$ cat src/verilog/fft_pkg.sv
package fft_pkg;

    // ********************************************************************
    // Transform size and widths.
    // ********************************************************************
    localparam int N_POINTS = 16;             // Complex samples in memory.
    localparam int ADDR_W   = 4;              // Sample address width.
    localparam int DATA_W   = 16;             // One component, Q1.15.
    localparam int STAGE_W  = 2;              // Stage number 0 to 3.
    localparam int CNT_W    = 4;              // Butterfly counter width.
    localparam int TW_N     = N_POINTS / 2;   // Twiddle table depth.

    // Products and the scaled twiddle product need extra headroom.
    localparam int PROD_W   = 2 * DATA_W + 1;
    localparam int T_W      = DATA_W + 2;

    // ********************************************************************
    // Wishbone word address map.
    // ********************************************************************
    localparam int WB_ADR_W = 5;
    localparam int WB_DAT_W = 32;

    localparam logic [WB_ADR_W-1:0] ADR_CTRL   = 5'd16;
    localparam logic [WB_ADR_W-1:0] ADR_STATUS = 5'd17;

    // Imaginary part sits in the upper half of the bus word.
    typedef struct packed {
        logic signed [DATA_W-1:0] im;
        logic signed [DATA_W-1:0] re;
    } cplx_t;

    // W(j) = cos(2*pi*j/16) - i*sin(2*pi*j/16), Q1.15.
    localparam logic signed [DATA_W-1:0] TW_COS [TW_N] = '{
        16'sd32767,  16'sd30274,  16'sd23170,  16'sd12540,
        16'sd0,     -16'sd12540, -16'sd23170, -16'sd30274
    };

    localparam logic signed [DATA_W-1:0] TW_SIN [TW_N] = '{
        16'sd0,      16'sd12540,  16'sd23170,  16'sd30274,
        16'sd32767,  16'sd30274,  16'sd23170,  16'sd12540
    };

endpackage

$ cat src/verilog/pair_mem_if.sv
`timescale 1ns/1ps

interface pair_mem_if import fft_pkg::*; ();

    // Pair write, element a first and element b one cycle later.
    logic              wr_start;
    logic [ADDR_W-1:0] wr_addr_a;
    logic [ADDR_W-1:0] wr_addr_b;
    cplx_t             wr_data_a;
    cplx_t             wr_data_b;

    // Two consecutive reads form one pair.
    logic              rd_en;
    logic [ADDR_W-1:0] rd_addr;
    cplx_t             rd_pair_a;
    cplx_t             rd_pair_b;
    logic              pair_valid;

    modport user (
        output wr_start, wr_addr_a, wr_addr_b, wr_data_a, wr_data_b,
        output rd_en, rd_addr,
        input  rd_pair_a, rd_pair_b, pair_valid
    );

    modport ram (
        input  wr_start, wr_addr_a, wr_addr_b, wr_data_a, wr_data_b,
        input  rd_en, rd_addr,
        output rd_pair_a, rd_pair_b, pair_valid
    );

endinterface

$ cat src/verilog/stage_ctrl_if.sv
`timescale 1ns/1ps

interface stage_ctrl_if import fft_pkg::*; ();

    // ********************************************************************
    // Stage control.
    // ********************************************************************
    logic               start;        // One-cycle pulse.
    logic [STAGE_W-1:0] stage;
    logic               busy;         // Stage in progress.

    // ********************************************************************
    // Host sample access, held until granted.
    // ********************************************************************
    logic               host_req;
    logic               host_we;
    logic [ADDR_W-1:0]  host_addr;
    cplx_t              host_wdata;
    logic               host_ack;
    cplx_t              host_rdata;

    modport decode (
        output start, stage,
        output host_req, host_we, host_addr, host_wdata,
        input  host_ack, host_rdata, busy
    );

    modport execute (
        input  start, stage,
        input  host_req, host_we, host_addr, host_wdata,
        output host_ack, host_rdata, busy
    );

endinterface

$ cat src/verilog/fft_wb_decode.sv
`timescale 1ns/1ps

module fft_wb_decode import fft_pkg::*; (
    input  logic                clk,
    input  logic                rst_n,
    input  logic                wb_cyc_i,
    input  logic                wb_stb_i,
    input  logic                wb_we_i,
    input  logic [WB_ADR_W-1:0] wb_adr_i,
    input  logic [WB_DAT_W-1:0] wb_dat_i,
    output logic [WB_DAT_W-1:0] wb_dat_o,
    output logic                wb_ack_o,
    stage_ctrl_if.decode        ctrl,
    input  logic                done_i,
    input  logic [CNT_W-1:0]    bfly_count_i,
    output logic                clr_done_o
);

    logic                access;
    logic                sample_hit;
    logic [WB_DAT_W-1:0] reg_rdata;
    logic                ack_q;
    logic                start_q;
    logic                clr_q;
    logic                req_q;
    logic [STAGE_W-1:0]  stage_q;
    logic                we_q;
    logic [ADDR_W-1:0]   addr_q;
    cplx_t               wdata_q;
    logic [WB_DAT_W-1:0] dat_q;

    assign access     = wb_cyc_i && wb_stb_i && !ack_q;  // Open cycle, not yet answered.
    assign sample_hit = !wb_adr_i[WB_ADR_W-1];           // Words 0 to 15.

    always_comb begin
        case (wb_adr_i)
            ADR_CTRL:   reg_rdata = WB_DAT_W'({stage_q, 1'b0});
            ADR_STATUS: reg_rdata = WB_DAT_W'({bfly_count_i, 2'b00, done_i, ctrl.busy});
            default:    reg_rdata = '0;
        endcase
    end

    always_ff @(posedge clk or negedge rst_n) begin
        if (!rst_n) begin
            ack_q   <= 1'b0;
            start_q <= 1'b0;
            clr_q   <= 1'b0;
            req_q   <= 1'b0;
            stage_q <= '0;
        end else begin
            ack_q   <= 1'b0;
            start_q <= 1'b0;
            clr_q   <= 1'b0;
            if (req_q) begin
                // Sample access waits for the engine.
                if (ctrl.host_ack) begin
                    req_q <= 1'b0;
                    ack_q <= 1'b1;
                end
            end else if (access && sample_hit) begin
                req_q <= 1'b1;
            end else if (access) begin
                ack_q <= 1'b1;                         // Registers answer in one cycle.
                if (wb_we_i && wb_adr_i == ADR_CTRL && wb_dat_i[0]) begin
                    start_q <= 1'b1;
                    stage_q <= wb_dat_i[2:1];
                end
                if (wb_we_i && wb_adr_i == ADR_STATUS && wb_dat_i[0])
                    clr_q <= 1'b1;                     // Write 1 clears done.
            end
        end
    end

    always_ff @(posedge clk) begin
        if (!req_q && access && sample_hit) begin
            we_q    <= wb_we_i;
            addr_q  <= wb_adr_i[ADDR_W-1:0];
            wdata_q <= wb_dat_i;
        end
        if (req_q && ctrl.host_ack)
            dat_q <= ctrl.host_rdata;
        else if (access && !sample_hit)
            dat_q <= reg_rdata;
    end

    assign ctrl.start      = start_q;
    assign ctrl.stage      = stage_q;
    assign ctrl.host_req   = req_q;
    assign ctrl.host_we    = we_q;
    assign ctrl.host_addr  = addr_q;
    assign ctrl.host_wdata = wdata_q;
    assign wb_ack_o        = ack_q;
    assign wb_dat_o        = dat_q;
    assign clr_done_o      = clr_q;

    a_ack_in_cycle: assert property (@(posedge clk) disable iff (!rst_n)
        wb_ack_o |-> (wb_cyc_i && wb_stb_i));

endmodule

$ cat src/verilog/pair_ram.sv
`timescale 1ns/1ps

module pair_ram import fft_pkg::*; (
    input  logic    clk,
    input  logic    rst_n,
    pair_mem_if.ram mem
);

    typedef enum logic {
        RD_FIRST,
        RD_SECOND
    } rd_state_t;

    cplx_t             ram_q [N_POINTS];
    logic              wr_second_q;
    logic              wr_en;
    logic [ADDR_W-1:0] wr_addr;
    cplx_t             wr_data;
    cplx_t             rd_word_q;
    cplx_t             first_q;
    rd_state_t         rd_state_q;
    logic              valid_q;

    // ********************************************************************
    // Pair write over two cycles.
    // ********************************************************************
    always_ff @(posedge clk or negedge rst_n) begin
        if (!rst_n)
            wr_second_q <= 1'b0;
        else
            wr_second_q <= mem.wr_start;
    end

    assign wr_en   = mem.wr_start || wr_second_q;
    assign wr_addr = mem.wr_start ? mem.wr_addr_a : mem.wr_addr_b;
    assign wr_data = mem.wr_start ? mem.wr_data_a : mem.wr_data_b;

    always_ff @(posedge clk) begin
        if (wr_en)
            ram_q[wr_addr] <= wr_data;
        if (mem.rd_en)
            rd_word_q <= ram_q[mem.rd_addr];
    end

    // Read FSM. First word is parked while the second one is fetched.
    always_ff @(posedge clk or negedge rst_n) begin
        if (!rst_n) begin
            rd_state_q <= RD_FIRST;
            valid_q    <= 1'b0;
        end else begin
            valid_q <= (rd_state_q == RD_SECOND);
            case (rd_state_q)
                RD_FIRST:  if (mem.rd_en) rd_state_q <= RD_SECOND;
                RD_SECOND: rd_state_q <= RD_FIRST;
                default:   rd_state_q <= RD_FIRST;
            endcase
        end
    end

    always_ff @(posedge clk) begin
        if (rd_state_q == RD_SECOND)
            first_q <= rd_word_q;
    end

    assign mem.rd_pair_a  = first_q;
    assign mem.rd_pair_b  = rd_word_q;
    assign mem.pair_valid = valid_q;

    a_no_back_to_back_wr: assert property (@(posedge clk) disable iff (!rst_n)
        mem.wr_start |=> !mem.wr_start);

endmodule

$ cat src/verilog/bfly_execute.sv
`timescale 1ns/1ps

module bfly_execute import fft_pkg::*; (
    input  logic          clk,
    input  logic          rst_n,
    stage_ctrl_if.execute ctrl,
    output logic          bfly_done_o,
    output logic          stage_end_o
);

    typedef enum logic [3:0] {
        S_IDLE, S_RDA, S_RDB, S_WAIT, S_MUL, S_WR1, S_WR2,
        S_HWR1, S_HWR2, S_HRD1, S_HRD2, S_HRDV
    } state_t;

    state_t                   state_q;
    logic [STAGE_W-1:0]       stage_q;
    logic [ADDR_W-2:0]        pair_q;
    logic                     stage_run;
    logic [ADDR_W-1:0]        half;
    logic [ADDR_W-1:0]        k;
    logic [ADDR_W-1:0]        addr_a;
    logic [ADDR_W-1:0]        addr_b;
    logic [ADDR_W-2:0]        tw_idx;
    logic signed [DATA_W-1:0] tw_c;
    logic signed [DATA_W-1:0] tw_s;
    cplx_t                    a_q;
    cplx_t                    b_q;
    logic signed [PROD_W-1:0] pr_re;
    logic signed [PROD_W-1:0] pr_im;
    logic signed [T_W-1:0]    t_re_q;
    logic signed [T_W-1:0]    t_im_q;
    logic signed [T_W:0]      sum_re;
    logic signed [T_W:0]      sum_im;
    logic signed [T_W:0]      dif_re;
    logic signed [T_W:0]      dif_im;
    cplx_t                    new_a;
    cplx_t                    new_b;

    pair_mem_if mem ();

    pair_ram u_ram (
        .clk   (clk),
        .rst_n (rst_n),
        .mem   (mem)
    );

    // ********************************************************************
    // Butterfly addressing for the current stage.
    // ********************************************************************
    assign half   = ADDR_W'(1) << stage_q;
    assign k      = {1'b0, pair_q} & (half - 1'b1);
    assign addr_a = (({1'b0, pair_q} >> stage_q) << ({1'b0, stage_q} + 3'd1)) + k;
    assign addr_b = addr_a + half;
    assign tw_idx = (ADDR_W-1)'(k << (STAGE_W'(ADDR_W - 1) - stage_q)); // k*8/half.
    assign tw_c   = TW_COS[tw_idx];
    assign tw_s   = TW_SIN[tw_idx];

    // (c - i*s) * (br + i*bi).
    assign pr_re = tw_c * b_q.re + tw_s * b_q.im;
    assign pr_im = tw_c * b_q.im - tw_s * b_q.re;

    assign sum_re   = a_q.re + t_re_q;
    assign sum_im   = a_q.im + t_im_q;
    assign dif_re   = a_q.re - t_re_q;
    assign dif_im   = a_q.im - t_im_q;
    assign new_a.re = DATA_W'(sum_re >>> 1);     // Halved, so no growth per stage.
    assign new_a.im = DATA_W'(sum_im >>> 1);
    assign new_b.re = DATA_W'(dif_re >>> 1);
    assign new_b.im = DATA_W'(dif_im >>> 1);

    always_ff @(posedge clk or negedge rst_n) begin
        if (!rst_n) begin
            state_q <= S_IDLE;
            stage_q <= '0;
            pair_q  <= '0;
        end else begin
            case (state_q)
                S_IDLE: begin
                    if (ctrl.start) begin
                        stage_q <= ctrl.stage;
                        pair_q  <= '0;
                        state_q <= S_RDA;
                    end else if (ctrl.host_req) begin
                        state_q <= ctrl.host_we ? S_HWR1 : S_HRD1;
                    end
                end
                S_RDA:  state_q <= S_RDB;
                S_RDB:  state_q <= S_WAIT;
                S_WAIT: if (mem.pair_valid) state_q <= S_MUL;
                S_MUL:  state_q <= S_WR1;
                S_WR1:  state_q <= S_WR2;
                S_WR2: begin
                    pair_q  <= pair_q + 1'b1;
                    state_q <= (pair_q == '1) ? S_IDLE : S_RDA;
                end
                S_HWR1: state_q <= S_HWR2;
                S_HWR2: state_q <= S_IDLE;
                S_HRD1: state_q <= S_HRD2;
                S_HRD2: state_q <= S_HRDV;
                S_HRDV: if (mem.pair_valid) state_q <= S_IDLE;
                default: state_q <= S_IDLE;
            endcase
        end
    end

    always_ff @(posedge clk) begin
        if (state_q == S_WAIT && mem.pair_valid) begin
            a_q <= mem.rd_pair_a;
            b_q <= mem.rd_pair_b;
        end
        if (state_q == S_MUL) begin
            t_re_q <= T_W'(pr_re >>> (DATA_W - 1));  // Back to Q1.15, truncated.
            t_im_q <= T_W'(pr_im >>> (DATA_W - 1));
        end
    end

    // ********************************************************************
    // Memory port, shared by the stage and the host.
    // ********************************************************************
    assign stage_run = state_q inside {S_RDA, S_RDB, S_WAIT, S_MUL, S_WR1, S_WR2};

    assign mem.rd_en     = state_q inside {S_RDA, S_RDB, S_HRD1, S_HRD2};
    assign mem.rd_addr   = (state_q == S_RDA) ? addr_a :
                           (state_q == S_RDB) ? addr_b : ctrl.host_addr;
    assign mem.wr_start  = (state_q == S_WR1) || (state_q == S_HWR1);
    assign mem.wr_addr_a = stage_run ? addr_a : ctrl.host_addr;
    assign mem.wr_addr_b = stage_run ? addr_b : ctrl.host_addr;  // Host writes a and b alike.
    assign mem.wr_data_a = stage_run ? new_a : ctrl.host_wdata;
    assign mem.wr_data_b = stage_run ? new_b : ctrl.host_wdata;

    assign ctrl.busy       = stage_run;
    assign ctrl.host_ack   = (state_q == S_HWR1) || (state_q == S_HRDV && mem.pair_valid);
    assign ctrl.host_rdata = mem.rd_pair_a;

    assign bfly_done_o = (state_q == S_WR2);
    assign stage_end_o = bfly_done_o && (pair_q == '1);

    // The two write addresses differ only in the stage bit.
    a_pair_distinct: assert property (@(posedge clk) disable iff (!rst_n)
        (state_q == S_WR1) |-> ((mem.wr_addr_a ^ mem.wr_addr_b) == half));

endmodule

$ cat src/verilog/stage_result.sv
`timescale 1ns/1ps

module stage_result import fft_pkg::*; (
    input  logic             clk,
    input  logic             rst_n,
    input  logic             start_i,
    input  logic             bfly_done_i,
    input  logic             stage_end_i,
    input  logic             clr_done_i,
    output logic             done_o,
    output logic [CNT_W-1:0] bfly_count_o,
    output logic             irq_o
);

    logic [CNT_W-1:0] count_q;
    logic             done_q;

    // Butterflies finished in the current stage.
    always_ff @(posedge clk or negedge rst_n) begin
        if (!rst_n)
            count_q <= '0;
        else if (start_i)
            count_q <= '0;
        else if (bfly_done_i)
            count_q <= count_q + 1'b1;
    end

    // ********************************************************************
    // Sticky done flag.
    // ********************************************************************
    always_ff @(posedge clk or negedge rst_n) begin
        if (!rst_n) begin
            done_q <= 1'b0;
        end else if (stage_end_i) begin
            done_q <= 1'b1;
        end else if (start_i || clr_done_i) begin
            done_q <= 1'b0;                          // New stage or host clear.
        end
    end

    assign done_o       = done_q;
    assign bfly_count_o = count_q;
    assign irq_o        = done_q;

    // The eighth butterfly of a stage closes it.
    a_end_with_bfly: assert property (@(posedge clk) disable iff (!rst_n)
        stage_end_i |-> (bfly_done_i && count_q == CNT_W'(N_POINTS / 2 - 1)));

endmodule

$ cat src/verilog/fft_stage_top.sv
`timescale 1ns/1ps

module fft_stage_top import fft_pkg::*; (
    input  logic                clk,
    input  logic                rst_n,
    input  logic                wb_cyc_i,
    input  logic                wb_stb_i,
    input  logic                wb_we_i,
    input  logic [WB_ADR_W-1:0] wb_adr_i,
    input  logic [WB_DAT_W-1:0] wb_dat_i,
    output logic [WB_DAT_W-1:0] wb_dat_o,
    output logic                wb_ack_o,
    output logic                irq_o
);

    logic             done;
    logic [CNT_W-1:0] bfly_count;
    logic             clr_done;
    logic             bfly_done;
    logic             stage_end;

    stage_ctrl_if ctrl_bus ();

    // Bus decode.
    fft_wb_decode u_decode (
        .clk          (clk),
        .rst_n        (rst_n),
        .wb_cyc_i     (wb_cyc_i),
        .wb_stb_i     (wb_stb_i),
        .wb_we_i      (wb_we_i),
        .wb_adr_i     (wb_adr_i),
        .wb_dat_i     (wb_dat_i),
        .wb_dat_o     (wb_dat_o),
        .wb_ack_o     (wb_ack_o),
        .ctrl         (ctrl_bus),
        .done_i       (done),
        .bfly_count_i (bfly_count),
        .clr_done_o   (clr_done)
    );

    // Butterfly engine with its sample memory.
    bfly_execute u_execute (
        .clk         (clk),
        .rst_n       (rst_n),
        .ctrl        (ctrl_bus),
        .bfly_done_o (bfly_done),
        .stage_end_o (stage_end)
    );

    stage_result u_result (
        .clk          (clk),
        .rst_n        (rst_n),
        .start_i      (ctrl_bus.start),
        .bfly_done_i  (bfly_done),
        .stage_end_i  (stage_end),
        .clr_done_i   (clr_done),
        .done_o       (done),
        .bfly_count_o (bfly_count),
        .irq_o        (irq_o)
    );

endmodule

$ cat config.mk
export PLATFORM = sky130hd
export DESIGN_NAME = fft_stage_top
export DESIGN_NICKNAME = d
export VERILOG_FILES = /design/src/verilog/fft_pkg.sv /design/src/verilog/pair_mem_if.sv /design/src/verilog/stage_ctrl_if.sv /design/src/verilog/fft_wb_decode.sv /design/src/verilog/pair_ram.sv /design/src/verilog/bfly_execute.sv /design/src/verilog/stage_result.sv /design/src/verilog/fft_stage_top.sv
export SDC_FILE = /design/constraint.sdc
export NUM_CORES = 2
export LEC_CHECK = 0
export BUFFER_PORTS_ARGS = -buffer_cell sky130_fd_sc_hd__buf_2
export CORE_MARGIN = 10
export CORE_UTILIZATION = 55
export DETAILED_ROUTE_END_ITERATION = 8
export GPL_ROUTABILITY_DRIVEN = 0
export GPL_TIMING_DRIVEN = 0
export MAX_ROUTING_LAYER = met4
export PLACE_DENSITY = 0.81
export SLEW_MARGIN = 30
export SYNTH_ARGS = -nofsm -noshare
export SYNTH_HDL_FRONTEND = slang
export SYNTH_SLANG_ARGS = --single-unit
export TNS_END_PERCENT = 5
$ cat constraint.sdc
create_clock -name clk -period 26.9 [get_ports clk]
set_clock_uncertainty 0.1 [all_clocks]
set_input_delay 4.035 -clock clk [delete_from_list [all_inputs] [get_ports clk]]
set_output_delay 4.035 -clock clk [all_outputs]
set_load 0.01 [all_outputs]
==> results.md <==
- Slowest Stage Delay on Critical Path: between 0.8 and 0.9 ns
- Seq/Total Area, Yosys: 0.341
- Die area: between 100000 and 150000 um^2
- Final WL: between 150000 and 200000 um
- First-pass GRT wire length: 290000 um
- Post-CTS sizing: 0
- CTS tree: yes
- Die extent in y: around 370 um
- Mean post-synth cell area: 11.3 um^2
- Setup TNS: 0 ns
- Drt initial violations: 6052
- RSZ-0062 raised after global routing: no
- Worst slew pin tran: 1.15 ns
- Status: finished, violations left
- Final setup violating endpoints: 0
- Failing checks: design-rule violations
- Clock Sink Count: approximately 770
- Max-slew violation count: 0
- Die W: 369 um
- Total Nets Final: around 7600
- DRC: 7
- CP dominant cell by count: fa_1
- Root buffer cell: clkbuf_16
- Synth Register Bits: between 700 and 800
- Area of the multi-input gates: 38100 um^2
- Drt wl/cell: 24.6 um
- Max transition margin: 0.232
- Longest Clk Path Bufs: 3
- Number of global-route vias before repair: 48800
- Avg Vias per Cell: between 5 and 6
- Yosys warnings: 0
- Antenna violations before repair: 8
- # hold bufs at CTS: 0
- Syn Inst Count: 5930
- Top FF cell, synth: edfxtp_1
- CORE AREA: 122000 um^2
- Critical R2R Launch: u_execute.stage_q[0]
- Area Overhead vs Synth: 9.01%
- Asr flop ratio synth: 0.0300
- Starting density of the core: 0.552
- Total gr overflow: 0
- Hold Fails Final Rpt: 0
- Dpl hpwl: around 150000 um
- Crit path time final: 11.83 ns
- Maximum Capacitance Violations: 0
- Cell family with most CP delay: adder cells
- Commonest cells after routing, fill and taps aside: 1383 x inv_1, 962 x fa_1, 743 x edfxtp_1
- Crit path kind: reg -> reg
- CP required: 27.17 ns
- Critical path fanouts, max: 10
- WHS: 0.332 ns
- Slowest cell on the critical path: clkbuf_1
- Critical path buffer and inverter count: 10
- IO Pins: 76
- FF+latch area: 22900 um^2
- H-Tree Level Count: 3
- Share of cells above drive strength 1: 0.0681
- Yosys cell types: 86
- Vias: roughly 46000
- Beginning of the critical path: u_execute.stage_q[0]
- Critical Path AT: between 10 and 15 ns
- Post-CTS setup buffer count: 0
- PortBufs: 75
- Crit share post-route: 0.440
- Cell Area, Placed: 70800 um^2
- Clock transition at path regs: 0.07 ns
- Num CTS Buffers: 69
- Startpoint types: flop
- 1st-pass router iterations: 9
- Largest net degree at the start of global routing: 26
- Post-synth EDFFs: 743
- Fillers: 9154
- Hold Crit Class: reg -> reg
- Routed Antenna Nets: 0
- Clk Latency, worst-skew pair: 0.66 ns
- Max Clock Freq: roughly 85 MHz
- All-Layer GR Usage: 0.291
- Netlist Area Pre-Place: 67100 um^2
- Critical Path End Type: flop
- Final instance area: 73100 um^2
- Most common cell after layout, fill and taps aside: inv_1
- FP Rows: 128
- Hold_sp: u_execute.u_ram.mem.rd_pair_b[31]
cells in the mapped netlist, types with 23 or more instances:
library cell,instances,share of area
nor2_1,150,0.0084
inv_1,1383,0.077
a211oi_1,231,0.026
a21oi_1,202,0.015
buf_2,56,0.0042
a21o_1,25,0.0028
and3_1,42,0.0039
mux2i_1,131,0.020
nand2_1,408,0.023
edfxtp_1,743,0.33
xor2_1,32,0.0042
clkbuf_1,158,0.0088
and2_1,285,0.027
nand2b_1,23,0.0021
xnor2_1,75,0.0098
dfrtp_1,23,0.0086
nor2b_1,146,0.014
ha_1,475,0.089
fa_1,962,0.29
nor3_1,30,0.0022
o21ai_0,85,0.0063
per-stage QoR:
step                std cells  setup WS, ns   util
global route             7813         14.80  0.601
CTS                      7806         15.43  0.601
global placement         7631         15.65  0.572
finish                   7823         15.07  0.602
floorplan                5931         18.05      -
detailed placement       7684         15.48  0.582
metal layers:
metal | vias to the layer above | wire [um] | track usage
met2 | 3429 | 86900 | 0.436
met5 | - | 0 | -
li1 | 19200 | - | -
met4 | 0 | 15000 | 0.184
met3 | 880 | 25100 | 0.0980
met1 | 22800 | 65500 | 0.335
cells by family (layout without fill, tap and decap cells):
group                      count (synthesis)  after routing  synth area share
muxes                                    136            136            0.0204
AOI/OAI and AO/OA                        680            680            0.0662
buffers and inverters                   1638           1889            0.0953
xor gates and xnor gates                 107            107            0.0140
DFF                                      766            766             0.341
adders and majority gates               1437           1437             0.376
and+or+nand+nor                         1164           1164            0.0874
other                                      2             19          0.000112
path summary, 6_finish.rpt:
kind / to / slack (ns) / cells after the start
max: u_execute.t_re_q[16] / 15.07 / 36
min: u_execute.b_q[31] / 0.33 / 0
max reg2reg: u_execute.t_re_q[16] / 15.07 / 36
min reg2reg: u_execute.b_q[31] / 0.33 / 0
max in group asynchronous: u_execute.u_ram.rd_state_q / 23.03 / 1
min in group asynchronous: u_decode.ctrl.host_req / 3.25 / 1
registers in the layout (all words and copies together), names as in the netlist, 3 cells and up:
signal and cells:
u_execute.t_re_q 17, u_execute.b_q 32, u_execute.u_ram.ram_q 512, u_decode.wb_dat_o 32
u_execute.pair_q 3, u_execute.state_q 4, u_execute.u_ram.mem.rd_pair_b 32, u_execute.u_ram.mem.rd_pair_a 32
u_result.bfly_count_o 4, u_execute.a_q 32, u_decode.ctrl.host_wdata 32, u_execute.t_im_q 17
u_decode.ctrl.host_addr 4
cell type report:
class,count,share of cell area
diodes,16,0.000547
plain buffers,251,0.0164
clock buffers,77,0.0244
clock inverters,45,0.00676
inverters,1387,0.0712
multi-input cells,3527,0.521
flip-flops and latches,766,0.313
well taps,1625,0.0278
repair buffers,129,0.0193
Power is left out: the tool's default activity adds up to more than one toggle a clock period on the data nets, which glitch-free logic cannot reach.
